===== config.mk =====
export PLATFORM = sky130hd
export DESIGN_NAME = ntm_scalar_engine
export DESIGN_NICKNAME = d
export VERILOG_FILES = /design/src/ntm_scalar_pkg.sv /design/src/ntm_scalar_op_if.sv /design/src/ntm_scalar_engine.sv /design/src/ntm_scalar_wb_regs.sv /design/src/ntm_scalar_multiplier.sv /design/src/ntm_scalar_adder.sv
export VERILOG_INCLUDE_DIRS = /design/src
export SDC_FILE = /design/constraint.sdc
export NUM_CORES = 1
export LEC_CHECK = 0
export BUFFER_PORTS_ARGS = -buffer_cell sky130_fd_sc_hd__buf_2
export CORE_MARGIN = 5
export CORE_UTILIZATION = 61
export CTS_BUF_LIST = sky130_fd_sc_hd__clkbuf_4 sky130_fd_sc_hd__clkbuf_8
export DETAILED_ROUTE_END_ITERATION = 8
export PLACE_DENSITY = 0.75
export SYNTH_ARGS = -nofsm -noshare
export SYNTH_HDL_FRONTEND = slang
export SYNTH_SLANG_ARGS = --single-unit

===== constraint.sdc =====
create_clock -name CLK -period 9.1 [get_ports CLK]
set_input_delay 0.91 -clock CLK [delete_from_list [all_inputs] [get_ports CLK]]
set_output_delay 0.91 -clock CLK [all_outputs]
set_load 0.05 [all_outputs]

===== src/ntm_scalar_macros.svh =====
`ifndef NTM_SCALAR_MACROS_SVH
`define NTM_SCALAR_MACROS_SVH

//////////////////////////////////////////////////////////////////////
// Datapath width
//////////////////////////////////////////////////////////////////////

// Operand, modulus and result width
`define NTM_DATA_SIZE 32

//////////////////////////////////////////////////////////////////////
// Register map
//////////////////////////////////////////////////////////////////////

// Word addresses on the 3-bit bus
`define NTM_ADR_CTRL   3'd0
`define NTM_ADR_MODULO 3'd1
`define NTM_ADR_A      3'd2
`define NTM_ADR_B      3'd3
`define NTM_ADR_RESULT 3'd4

`endif

===== src/ntm_scalar_pkg.sv =====
`include "ntm_scalar_macros.svh"

package ntm_scalar_pkg;

  // Operation bit as seen by the adder
  localparam logic NTM_OP_ADD = 1'b0;
  localparam logic NTM_OP_SUB = 1'b1;

  // Target unit of a command
  typedef enum logic {
    NTM_UNIT_ADD = 1'b0,
    NTM_UNIT_MUL = 1'b1
  } ntm_unit_e;

  // Control word as written by the host
  typedef struct packed {
    logic [`NTM_DATA_SIZE-4:0] pad;
    ntm_unit_e                 unit;
    logic                      operation;
    logic                      start;
  } ntm_ctrl_cmd_t;

  // Control word as read back
  typedef struct packed {
    logic [`NTM_DATA_SIZE-3:0] pad;
    logic                      done;
    logic                      busy;
  } ntm_ctrl_stat_t;

  // Same address, command on write and status on read
  typedef union packed {
    logic [`NTM_DATA_SIZE-1:0] raw;
    ntm_ctrl_cmd_t             cmd;
    ntm_ctrl_stat_t            stat;
  } ntm_ctrl_u;

endpackage


===== src/ntm_scalar_op_if.sv =====
`timescale 1ns/1ps
`include "ntm_scalar_macros.svh"

interface ntm_scalar_op_if #(
  parameter int DATA_SIZE = `NTM_DATA_SIZE
) ();

  // Request side
  logic                 start;
  logic                 operation;
  logic [DATA_SIZE-1:0] modulo;
  logic [DATA_SIZE-1:0] data_a;
  logic [DATA_SIZE-1:0] data_b;

  // Completion side
  logic                 ready;
  logic [DATA_SIZE-1:0] result;

  // Register block issues the operation
  modport requester (
    output start,
    output operation,
    output modulo,
    output data_a,
    output data_b,
    input  ready,
    input  result
  );

  // Arithmetic unit answers with ready and result
  modport unit (
    input  start,
    input  operation,
    input  modulo,
    input  data_a,
    input  data_b,
    output ready,
    output result
  );

endinterface


===== src/ntm_scalar_engine.sv =====
`timescale 1ns/1ps
`include "ntm_scalar_macros.svh"

module ntm_scalar_engine (
  input  logic                      CLK,
  input  logic                      RST,
  input  logic                      wb_cyc,
  input  logic                      wb_stb,
  input  logic                      wb_we,
  input  logic [2:0]                wb_adr,
  input  logic [`NTM_DATA_SIZE-1:0] wb_wdata,
  output logic [`NTM_DATA_SIZE-1:0] wb_rdata,
  output logic                      wb_ack
);

  //////////////////////////////////////////////////////////////////////
  // Unit links
  //////////////////////////////////////////////////////////////////////

  ntm_scalar_op_if #(.DATA_SIZE(`NTM_DATA_SIZE)) add_bus ();
  ntm_scalar_op_if #(.DATA_SIZE(`NTM_DATA_SIZE)) mul_bus ();

  // Wishbone front end
  ntm_scalar_wb_regs regs (
    .CLK      (CLK),
    .RST      (RST),
    .wb_cyc   (wb_cyc),
    .wb_stb   (wb_stb),
    .wb_we    (wb_we),
    .wb_adr   (wb_adr),
    .wb_wdata (wb_wdata),
    .wb_rdata (wb_rdata),
    .wb_ack   (wb_ack),
    .add_bus  (add_bus.requester),
    .mul_bus  (mul_bus.requester)
  );

  // Add and subtract
  ntm_scalar_adder #(.DATA_SIZE(`NTM_DATA_SIZE)) adder (
    .CLK (CLK),
    .RST (RST),
    .op  (add_bus.unit)
  );

  // Multiply
  ntm_scalar_multiplier #(.DATA_SIZE(`NTM_DATA_SIZE)) multiplier (
    .CLK (CLK),
    .RST (RST),
    .op  (mul_bus.unit)
  );

endmodule


===== src/ntm_scalar_wb_regs.sv =====
`timescale 1ns/1ps
`include "ntm_scalar_macros.svh"

module ntm_scalar_wb_regs import ntm_scalar_pkg::*; (
  input  logic                      CLK,
  input  logic                      RST,
  input  logic                      wb_cyc,
  input  logic                      wb_stb,
  input  logic                      wb_we,
  input  logic [2:0]                wb_adr,
  input  logic [`NTM_DATA_SIZE-1:0] wb_wdata,
  output logic [`NTM_DATA_SIZE-1:0] wb_rdata,
  output logic                      wb_ack,
  ntm_scalar_op_if.requester        add_bus,
  ntm_scalar_op_if.requester        mul_bus
);

  //////////////////////////////////////////////////////////////////////
  // Signals
  //////////////////////////////////////////////////////////////////////

  logic                      wb_req;
  logic                      wr_en;
  logic                      ctrl_wr;
  logic                      cmd_go;
  ntm_ctrl_u                 cmd_word;
  ntm_ctrl_u                 stat_word;
  logic [`NTM_DATA_SIZE-1:0] modulo_q;
  logic [`NTM_DATA_SIZE-1:0] data_a_q;
  logic [`NTM_DATA_SIZE-1:0] data_b_q;
  logic [`NTM_DATA_SIZE-1:0] result_q;
  logic                      operation_q;
  logic                      busy;
  logic                      done;
  logic                      add_start;
  logic                      mul_start;

  //////////////////////////////////////////////////////////////////////
  // Decode
  //////////////////////////////////////////////////////////////////////

  // New access only when no ack in flight
  assign wb_req   = wb_cyc & wb_stb & ~wb_ack;
  assign wr_en    = wb_req & wb_we;
  assign ctrl_wr  = wr_en && (wb_adr == `NTM_ADR_CTRL);

  // Write data viewed as a command
  assign cmd_word.raw = wb_wdata;

  // Start accepted only when idle
  assign cmd_go = ctrl_wr && cmd_word.cmd.start && !busy;

  // Status view for readback
  always_comb begin
    stat_word.raw       = '0;
    stat_word.stat.busy = busy;
    stat_word.stat.done = done;
  end

  //////////////////////////////////////////////////////////////////////
  // Bus response
  //////////////////////////////////////////////////////////////////////

  // Single-cycle ack, read data valid with it
  always_ff @(posedge CLK or posedge RST) begin
    if (RST) begin
      wb_ack   <= 1'b0;
      wb_rdata <= '0;
    end else begin
      wb_ack <= wb_req;
      if (wb_req && !wb_we) begin
        case (wb_adr)
          `NTM_ADR_CTRL:   wb_rdata <= stat_word.raw;
          `NTM_ADR_MODULO: wb_rdata <= modulo_q;
          `NTM_ADR_A:      wb_rdata <= data_a_q;
          `NTM_ADR_B:      wb_rdata <= data_b_q;
          `NTM_ADR_RESULT: wb_rdata <= result_q;
          default:         wb_rdata <= '0;
        endcase
      end
    end
  end

  // Operand registers
  always_ff @(posedge CLK or posedge RST) begin
    if (RST) begin
      modulo_q <= '0;
      data_a_q <= '0;
      data_b_q <= '0;
    end else if (wr_en) begin
      case (wb_adr)
        `NTM_ADR_MODULO: modulo_q <= wb_wdata;
        `NTM_ADR_A:      data_a_q <= wb_wdata;
        `NTM_ADR_B:      data_b_q <= wb_wdata;
        default:         ;
      endcase
    end
  end

  //////////////////////////////////////////////////////////////////////
  // Command and completion
  //////////////////////////////////////////////////////////////////////

  always_ff @(posedge CLK or posedge RST) begin
    if (RST) begin
      add_start   <= 1'b0;
      mul_start   <= 1'b0;
      operation_q <= 1'b0;
      busy        <= 1'b0;
      done        <= 1'b0;
      result_q    <= '0;
    end else begin
      // Start pulse lands in the ack cycle
      add_start <= cmd_go && (cmd_word.cmd.unit == NTM_UNIT_ADD);
      mul_start <= cmd_go && (cmd_word.cmd.unit == NTM_UNIT_MUL);
      if (cmd_go) begin
        operation_q <= cmd_word.cmd.operation;
        busy        <= 1'b1;
      end
      // Any command write clears done
      if (ctrl_wr) begin
        done <= 1'b0;
      end
      // Completion wins over a concurrent write
      if (add_bus.ready || mul_bus.ready) begin
        busy <= 1'b0;
        done <= 1'b1;
      end
      if (add_bus.ready) begin
        result_q <= add_bus.result;
      end else if (mul_bus.ready) begin
        result_q <= mul_bus.result;
      end
    end
  end

  // Adder request
  assign add_bus.start     = add_start;
  assign add_bus.operation = operation_q;
  assign add_bus.modulo    = modulo_q;
  assign add_bus.data_a    = data_a_q;
  assign add_bus.data_b    = data_b_q;

  // Multiplier request, no operation select
  assign mul_bus.start     = mul_start;
  assign mul_bus.operation = NTM_OP_ADD;
  assign mul_bus.modulo    = modulo_q;
  assign mul_bus.data_a    = data_a_q;
  assign mul_bus.data_b    = data_b_q;

endmodule


===== src/ntm_scalar_multiplier.sv =====
`timescale 1ns/1ps
`include "ntm_scalar_macros.svh"

module ntm_scalar_multiplier #(
  parameter int DATA_SIZE = `NTM_DATA_SIZE
) (
  input  logic       CLK,
  input  logic       RST,
  ntm_scalar_op_if.unit op
);

  //////////////////////////////////////////////////////////////////////
  // States and signals
  //////////////////////////////////////////////////////////////////////

  localparam logic [1:0] ST_IDLE = 2'd0;
  localparam logic [1:0] ST_PRE  = 2'd1;
  localparam logic [1:0] ST_STEP = 2'd2;
  localparam logic [1:0] ST_DONE = 2'd3;

  // Bit counter width
  localparam int CW = $clog2(DATA_SIZE + 1);

  logic [1:0]           state;
  logic [CW-1:0]        count;
  logic                 ready_q;
  logic [DATA_SIZE-1:0] modulo_q;
  logic [DATA_SIZE-1:0] a_q;
  logic [DATA_SIZE-1:0] b_q;
  logic [DATA_SIZE-1:0] acc_q;
  logic [DATA_SIZE-1:0] result_q;

  logic                 start_pre;
  logic [DATA_SIZE-1:0] a_sub;
  logic                 pre_more;
  logic [DATA_SIZE-1:0] addend;
  // Up to 3M before reduction
  logic [DATA_SIZE+1:0] step_raw;
  logic [DATA_SIZE+1:0] step_1;
  logic [DATA_SIZE+1:0] step_2;
  logic [DATA_SIZE+1:0] modulo_ext;
  logic [DATA_SIZE-1:0] step_next;

  //////////////////////////////////////////////////////////////////////
  // Combinational datapath
  //////////////////////////////////////////////////////////////////////

  // Pre-reduction needed only if A >= M
  assign start_pre = (op.modulo != '0) && (op.data_a >= op.modulo);
  assign a_sub     = a_q - modulo_q;
  assign pre_more  = a_sub >= modulo_q;

  assign modulo_ext = {2'b00, modulo_q};
  // MSB of B picks the add
  assign addend     = b_q[DATA_SIZE-1] ? a_q : '0;

  always_comb begin
    step_raw = {1'b0, acc_q, 1'b0} + {2'b00, addend};
    step_1   = (step_raw >= modulo_ext) ? (step_raw - modulo_ext) : step_raw;
    step_2   = (step_1 >= modulo_ext) ? (step_1 - modulo_ext) : step_1;
    if (modulo_q == '0) begin
      // Truncated product
      step_next = step_raw[DATA_SIZE-1:0];
    end else begin
      step_next = step_2[DATA_SIZE-1:0];
    end
  end

  //////////////////////////////////////////////////////////////////////
  // Control FSM
  //////////////////////////////////////////////////////////////////////

  always_ff @(posedge CLK or posedge RST) begin
    if (RST) begin
      state   <= ST_IDLE;
      count   <= '0;
      ready_q <= 1'b0;
    end else begin
      ready_q <= 1'b0;
      case (state)
        ST_IDLE: begin
          if (op.start) begin
            state <= start_pre ? ST_PRE : ST_STEP;
            count <= CW'(DATA_SIZE - 1);
          end
        end
        ST_PRE: begin
          if (!pre_more) begin
            state <= ST_STEP;
          end
        end
        ST_STEP: begin
          count <= count - 1'b1;
          if (count == '0) begin
            state <= ST_DONE;
          end
        end
        default: begin
          state   <= ST_IDLE;
          ready_q <= 1'b1;
        end
      endcase
    end
  end

  // Operands, accumulator and result
  always_ff @(posedge CLK) begin
    case (state)
      ST_IDLE: begin
        if (op.start) begin
          modulo_q <= op.modulo;
          a_q      <= op.data_a;
          b_q      <= op.data_b;
          acc_q    <= '0;
        end
      end
      ST_PRE:  a_q <= a_sub;
      ST_STEP: begin
        // Double and add, B walked MSB first
        acc_q <= step_next;
        b_q   <= b_q << 1;
      end
      default: result_q <= acc_q;
    endcase
  end

  assign op.ready  = ready_q;
  assign op.result = result_q;

endmodule


===== src/ntm_scalar_adder.sv =====
`timescale 1ns/1ps
`include "ntm_scalar_macros.svh"

module ntm_scalar_adder import ntm_scalar_pkg::*; #(
  parameter int DATA_SIZE = `NTM_DATA_SIZE
) (
  input  logic       CLK,
  input  logic       RST,
  ntm_scalar_op_if.unit op
);

  //////////////////////////////////////////////////////////////////////
  // States and signals
  //////////////////////////////////////////////////////////////////////

  localparam logic ST_IDLE   = 1'b0;
  localparam logic ST_REDUCE = 1'b1;

  logic                 state;
  logic                 ready_q;
  logic                 negative_q;
  logic [DATA_SIZE-1:0] modulo_q;
  logic [DATA_SIZE:0]   value_q;
  logic [DATA_SIZE-1:0] result_q;

  // Raw sum and difference with guard bit
  logic [DATA_SIZE:0]   sum;
  logic [DATA_SIZE:0]   diff;
  logic [DATA_SIZE:0]   abs_diff;
  logic [DATA_SIZE:0]   modulo_ext;
  logic                 finish;
  logic [DATA_SIZE-1:0] final_val;

  //////////////////////////////////////////////////////////////////////
  // Combinational datapath
  //////////////////////////////////////////////////////////////////////

  assign sum  = {1'b0, op.data_a} + {1'b0, op.data_b};
  assign diff = {1'b0, op.data_a} - {1'b0, op.data_b};

  // Guard bit set means B was larger
  assign abs_diff = diff[DATA_SIZE] ? (~diff + 1'b1) : diff;

  assign modulo_ext = {1'b0, modulo_q};

  // Stop once value fits or no modulus
  assign finish = (modulo_q == '0) || (value_q <= modulo_ext);

  always_comb begin
    if (modulo_q == '0) begin
      // Plain sum or absolute difference
      final_val = value_q[DATA_SIZE-1:0];
    end else if ((value_q == modulo_ext) || (value_q == '0)) begin
      final_val = '0;
    end else if (negative_q) begin
      // Fold negative result into range
      final_val = modulo_q - value_q[DATA_SIZE-1:0];
    end else begin
      final_val = value_q[DATA_SIZE-1:0];
    end
  end

  //////////////////////////////////////////////////////////////////////
  // Control FSM
  //////////////////////////////////////////////////////////////////////

  always_ff @(posedge CLK or posedge RST) begin
    if (RST) begin
      state   <= ST_IDLE;
      ready_q <= 1'b0;
    end else begin
      ready_q <= 1'b0;
      case (state)
        ST_IDLE: begin
          if (op.start) begin
            state <= ST_REDUCE;
          end
        end
        default: begin
          if (finish) begin
            state   <= ST_IDLE;
            ready_q <= 1'b1;
          end
        end
      endcase
    end
  end

  // Operand capture and reduction loop
  always_ff @(posedge CLK) begin
    if (state == ST_IDLE) begin
      if (op.start) begin
        modulo_q   <= op.modulo;
        negative_q <= (op.operation == NTM_OP_SUB) && diff[DATA_SIZE];
        value_q    <= (op.operation == NTM_OP_SUB) ? abs_diff : sum;
      end
    end else if (finish) begin
      result_q <= final_val;
    end else begin
      // One modulus per cycle
      value_q <= value_q - modulo_ext;
    end
  end

  assign op.ready  = ready_q;
  assign op.result = result_q;

endmodule


* After elaboration in Yosys (flattened, before gate mapping) *
Index checks and enable logic that the tools add are counted.

word-level totals
  output and inout port bits = 33
  flip-flop bits (word level) = 435
  input bits = 40
  logic and storage cells = 133

operators by class
  multiplexer cells = 38
  $add $sub $neg = 10
  order comparisons = 5
  bitwise gates (word level) = 7
  reduce and logical (&&, ||, !) cells = 37
  eq/ne operators = 11

operators with widths
  kind                     number
  $mux W32                 11
  $pmux W32 S2             3
  $mux W33                 5
  $pmux W32 S5             1
  $sub A32 B32 Y32         3
  $ge A34 B32 Y1           2
  $ge A32 B32 Y1           2
  $logic_not A32 Y1        2
  $add A33 B32 Y34         1
  $mux W34                 1
  $sub A34 B32 Y34         1
  $add A32 B32 Y33         1
  $add A33 B1 Y33 const B  1
  $eq A33 B32 Y1           1
  $le A33 B32 Y1           1
  $logic_not A33 Y1        1
  $not A33 Y33             1
  $sub A32 B32 Y33         1
  $sub A33 B32 Y33         1
  $reduce_bool A32 Y1      1
  $reduce_and A2 Y1        9
  $pmux W6 S2              1
  $reduce_bool A2 Y1       6
  $mux W1                  10
  21 further kinds         41

* Longest topological paths before layout *
  depth in word-level cells = 8
  depth in mapped cells = 39

* Modules after synthesis *
Synthesis repeated with hierarchy kept, for this count alone.

second synthesis, totals
  cell total of the unflattened synthesis = 3,894
  area total of the unflattened synthesis = 36,249.8 um2

modules (own cells, without submodules)
  module                 times used  cells each  area an instance (um2)  seq. area each (um2)
  ntm_scalar_multiplier  1           1,733       16,065.4                5,029.8
  ntm_scalar_adder       1           1,479       12,179.2                2,992.9
  ntm_scalar_wb_regs     1           682         8,005.2                 4,154.0

* Least setup slack after synthesis *
No wires, ideal clock.

  path kind = register to register
  start point = reg multiplier.b_q[31]
  end point = reg multiplier.acc_q[29] (data pin)
  stages on the path, launching flop included = 37
  data arrival time = 7,580 ps
  path slack = 1,369 ps
  data required time = 8,948 ps
  buffers on the path = 4
  period minus slack after synthesis = 7,731 ps
  cells stage by stage = edfxtp_1 > clkbuf_1 > and2_1 > ha_1 > inv_1 > fa_1 > nor2b_1 > o31a_1 > o2111ai_1 > a21oi_2 > a21o_1 > a21oi_1 > xnor2_1 > ha_1 > a211o_1 > o211ai_1 > a21oi_1 > a2111oi_0 > a21o_1 > nand4_1 > a2111o_1 > buf_4 > mux2_4 > fa_1 > nor2b_1 > o21bai_1 > a31oi_1 > a41o_1 > nor2_1 > o21a_1 > o41ai_1 > a21oi_1 > o21ai_0 > buf_2 > clkbuf_1 > o31ai_1 > a31oi_1

between the ends
  longest elaborated chain between the ends = 8
  elaborated cells between the ends (all ways) = 10
  classes of those cells = add/sub: 3; order compare: 2; mux: 5

ends and longest elaborated chain
  element                                             line                          text
  start, declared                                     ntm_scalar_multiplier.sv:29   logic [DATA_SIZE-1:0] b_q;
  start signal, assigned                              ntm_scalar_multiplier.sv:113  b_q <= op.data_b;
  start signal, assigned                              ntm_scalar_multiplier.sv:121  b_q <= b_q << 1;
  $mux W32 (*)                                        ntm_scalar_multiplier.sv:55   assign addend = b_q[DATA_SIZE-1] ? a_q : '0;
  $add A33 B32 Y34 (*)                                ntm_scalar_multiplier.sv:58   step_raw = {1'b0, acc_q, 1'b0} + {2'b00, addend};
  $sub A34 B32 Y34 or $ge A34 B32 Y1 (tied branches)  ntm_scalar_multiplier.sv:59   step_1 = (step_raw >= modulo_ext) ? (step_raw - modulo_ext) : step_raw;
  $mux W34                                            ntm_scalar_multiplier.sv:59
  $sub A32 B32 Y32 or $ge A34 B32 Y1 (tied branches)  ntm_scalar_multiplier.sv:60   step_2 = (step_1 >= modulo_ext) ? (step_1 - modulo_ext) : step_1;
  $mux W32                                            ntm_scalar_multiplier.sv:60
  $mux W32 (*)                                        ntm_scalar_multiplier.sv:61   if (modulo_q == '0) begin
  $pmux W32 S2 (*)                                    ntm_scalar_multiplier.sv:108  case (state)
  end signal, assigned                                ntm_scalar_multiplier.sv:120  acc_q <= step_next;
  end, declared                                       ntm_scalar_multiplier.sv:30   logic [DATA_SIZE-1:0] acc_q;

Every way passes the cells marked *; elsewhere a longest branch is shown, timed or not.
A chain may end at the register's enable or synchronous reset.

* Worst setup path after layout *
  start point = reg multiplier.b_q[31]
  end point = reg multiplier.acc_q[5] (data pin)

The elaborated chain is that of the path after synthesis.

==> flow_metrics.env <==
export IMPL_status="finished, final reports clean"
export IMPL_critPathKind="flip-flop to flip-flop"
export IMPL_die_w_microns=247
export IMPL_instances_no_fill=4660
export IMPL_first_pass_iters=6
export IMPL_grt_pass1_vias=28100
export IMPL_place_inst=4515
export IMPL_cts_buffer_depth=3
export IMPL_ios=73
export IMPL_synth_nets=4186
export IMPL_hp_class="primary input to asynchronous set/reset pin"
export IMPL_post_dp_hpwl_microns=83500
export IMPL_crit_slowest_cell="a2111o_1"
export IMPL_cp_num_cells=33
export IMPL_netlist_area_sq_mm=0.0342
export IMPL_io_buffers=72
export IMPL_routabilityCongestion=0.976
export IMPL_cp_buffers_inverters=4
export IMPL_hold_viol_final=0
export IMPL_rsz0062_at_grt="no"
export IMPL_die_area_sq_mm=0.0609
export IMPL_final_common_cell="nand2_1"
export IMPL_cts_made_buffers=78
export IMPL_fill_cells=4658
export IMPL_synthToLayoutAreaGrowth_pct=8.34
export IMPL_ant_nets=0
export IMPL_overflow=0
export IMPL_htree_levels=3
export IMPL_period_needed_ps=8730
export IMPL_grt_first_pass_wirelength_microns=166000
export IMPL_slew_headroom_pct=18.6
export IMPL_clock_sinks=435
export IMPL_vias=30400
export IMPL_finalNetCount=4220
export IMPL_synthCells=3814
export IMPL_drt_iter0_drc=3571
export IMPL_grt_most_used_layer="met2"
export IMPL_die_h_microns=247
export IMPL_worst_slew_pin_slew_ps=1220
export IMPL_setup_violations_final=0
export IMPL_layout_drive_gt1_share_pct=10.3
export IMPL_synth_edf_count=258
export IMPL_crit_arrival_ps=9150
export IMPL_r2r_start="multiplier.b_q[31]"
export IMPL_via_per_inst=6.52
export IMPL_grt_start_max_net_pins=84
export IMPL_drv_slew=0
export IMPL_crit_fanout=16
export IMPL_drcViolationCount=0
export IMPL_cts_tree="built"
export IMPL_wl_per_cell_microns=23.3
export IMPL_std_cell_rows=86
export IMPL_reg2reg_setup_slack_ps=370
export IMPL_largest_register_ffs=33
export IMPL_globalRouteMet3Util_pct=6.32
export IMPL_grt_usage_pct=34.9
export IMPL_largest_register="adder.value_q"
export IMPL_clk_pin_slew_worst_paths_ps=70
export IMPL_endpoint="multiplier.acc_q[5]"
export IMPL_totalWireLength_microns=108000
export IMPL_grtUsageMet2_pct=52.2
export IMPL_synth_seq_cells=435
export IMPL_max_freq_ghz=0.115
export IMPL_antenna_found_initial=5
export IMPL_start_kind="flip-flop"
export IMPL_reg2regPathDepth=33
export IMPL_insertion_delay_ps=690
export IMPL_layout_common_cells="376 x nand2_1, 369 x o21ai_0, 323 x ha_1, 268 x a21oi_1, 260 x inv_1"
export IMPL_max_stage_delay_ps=660
export IMPL_ys_flop_type="edfxtp_1"
export IMPL_yosysWarnings=0
export IMPL_start_util_pct=61.9
export IMPL_fin_crit_sh_pct=95.9
export IMPL_grtUsageMet1_pct=51.6
export IMPL_async_flop_share_pct=40.7
export IMPL_max_cap_viol_count=0
export IMPL_yosysSeqAreaShare_pct=35.6
export IMPL_startpoint="multiplier.b_q[31]"
export IMPL_cts_hold_buf=0
export IMPL_cts_root_buf="clkbuf_8"
export IMPL_core_sq_mm=0.0553
export IMPL_regToRegEndpoint="multiplier.acc_q[5]"
export IMPL_fin_skew_ps=29.6
export IMPL_critical_path_required_ps=9530
export IMPL_tns_ps=0
export IMPL_critical_path_top_delay_family="compound AO/OA/AOI/OAI gates"
export IMPL_crit_path_end_kind="flip-flop"
export IMPL_synth_avg_cell_area_sq_um=8.97
export IMPL_synth_cell_types=89
[synthesized netlist by cell type (all sizes together), types with 48 or more instances]
cell | count | area (sq um)
a21o | 121 | 908
a21oi | 272 | 1370
a22o | 56 | 490
and2 | 51 | 319
clkbuf | 148 | 556
dfrtp | 177 | 4430
edfxtp | 258 | 7750
ha | 324 | 4050
inv | 261 | 980
mux2 | 77 | 871
nand2 | 376 | 1410
nand3 | 67 | 335
nor2 | 202 | 758
nor3 | 70 | 355
nor4 | 48 | 300
o21ai | 379 | 1900
xnor2 | 159 | 1390
xor2 | 72 | 631
[stage by stage]
stage | util, % | setup slack, ps | hold WS [ps] | instance area (sq um)
finish | 67.1 | 374 | 263 | 37100
global placement | 63.9 | 389 | 449 | 35300
CTS | 66.9 | 174 | 261 | 37000
floorplan | - | 1370 | 426 | 34200
global route | 67.0 | 7.54 | 278 | 37100
detailed placement | 63.9 | 287 | 451 | 35300
[per-layer routing]
layer | part of all wire [%] | vias up
li1 | - | 14000
met1 | 43 | 14500
met2 | 43 | 1630
met3 | 11 | 233
met4 | 3.7 | 2
met5 | 0.0065 | -
[cell families (layout without fill, tap and decap cells)]
kind of cell	after synthesis	count (layout)	share of synthesized area, %
buf+inv	432	528	4.83
flops	435	435	35.6
simple gates	1045	1045	14.6
compound gates	1215	1215	22.8
fa+ha+maj	332	332	12.3
xor+xnor	231	231	5.91
mux	124	124	3.92
other cells	0	2	0
[area by class of cell]
class                           instances  area [sq um]  share of cell area [%]
Antenna cell                            2          5.00                  0.0135
Clock buffer                          116          1450                    3.92
Clock inverter                         26           228                   0.614
Inverter                              263           995                    2.68
Multi-Input combinational cell       2947         20500                    55.3
Sequential cell                       435         12200                    32.8
Tap cell                              748           936                    2.52
Timing Repair Buffer                  123           772                    2.08
[worst min path at each step]
| stage | from | end | slack, ps |
|---|---|---|---|
| finish | RST | regs.add_bus.data_a[1] | 260 |
| floorplan | adder.op.result[30] | regs.result_q[30] | 430 |
| detailed placement | multiplier.acc_q[22] | multiplier.op.result[22] | 450 |
| CTS | RST | adder.state | 260 |
| global placement | multiplier.acc_q[22] | multiplier.op.result[22] | 450 |
| global route | RST | regs.add_bus.data_a[1] | 280 |
[worst reg2reg max path: cells and delay by family, from the launching register on]
kind            cells  cell delay (ps)
compound gates     15             4100
fa+ha+maj           3             1030
buf+inv             4              880
flops               1              450
mux                 2              700
simple gates        9             1250
[repair_timing]
item,in CTS,in global routing
setup buffers,0,1
setup endpoints to repair,0,32
gates resized for setup,0,15
Power is not shown: default switching activity piles up to over one toggle a cycle in this logic, so the estimate is an artifact.
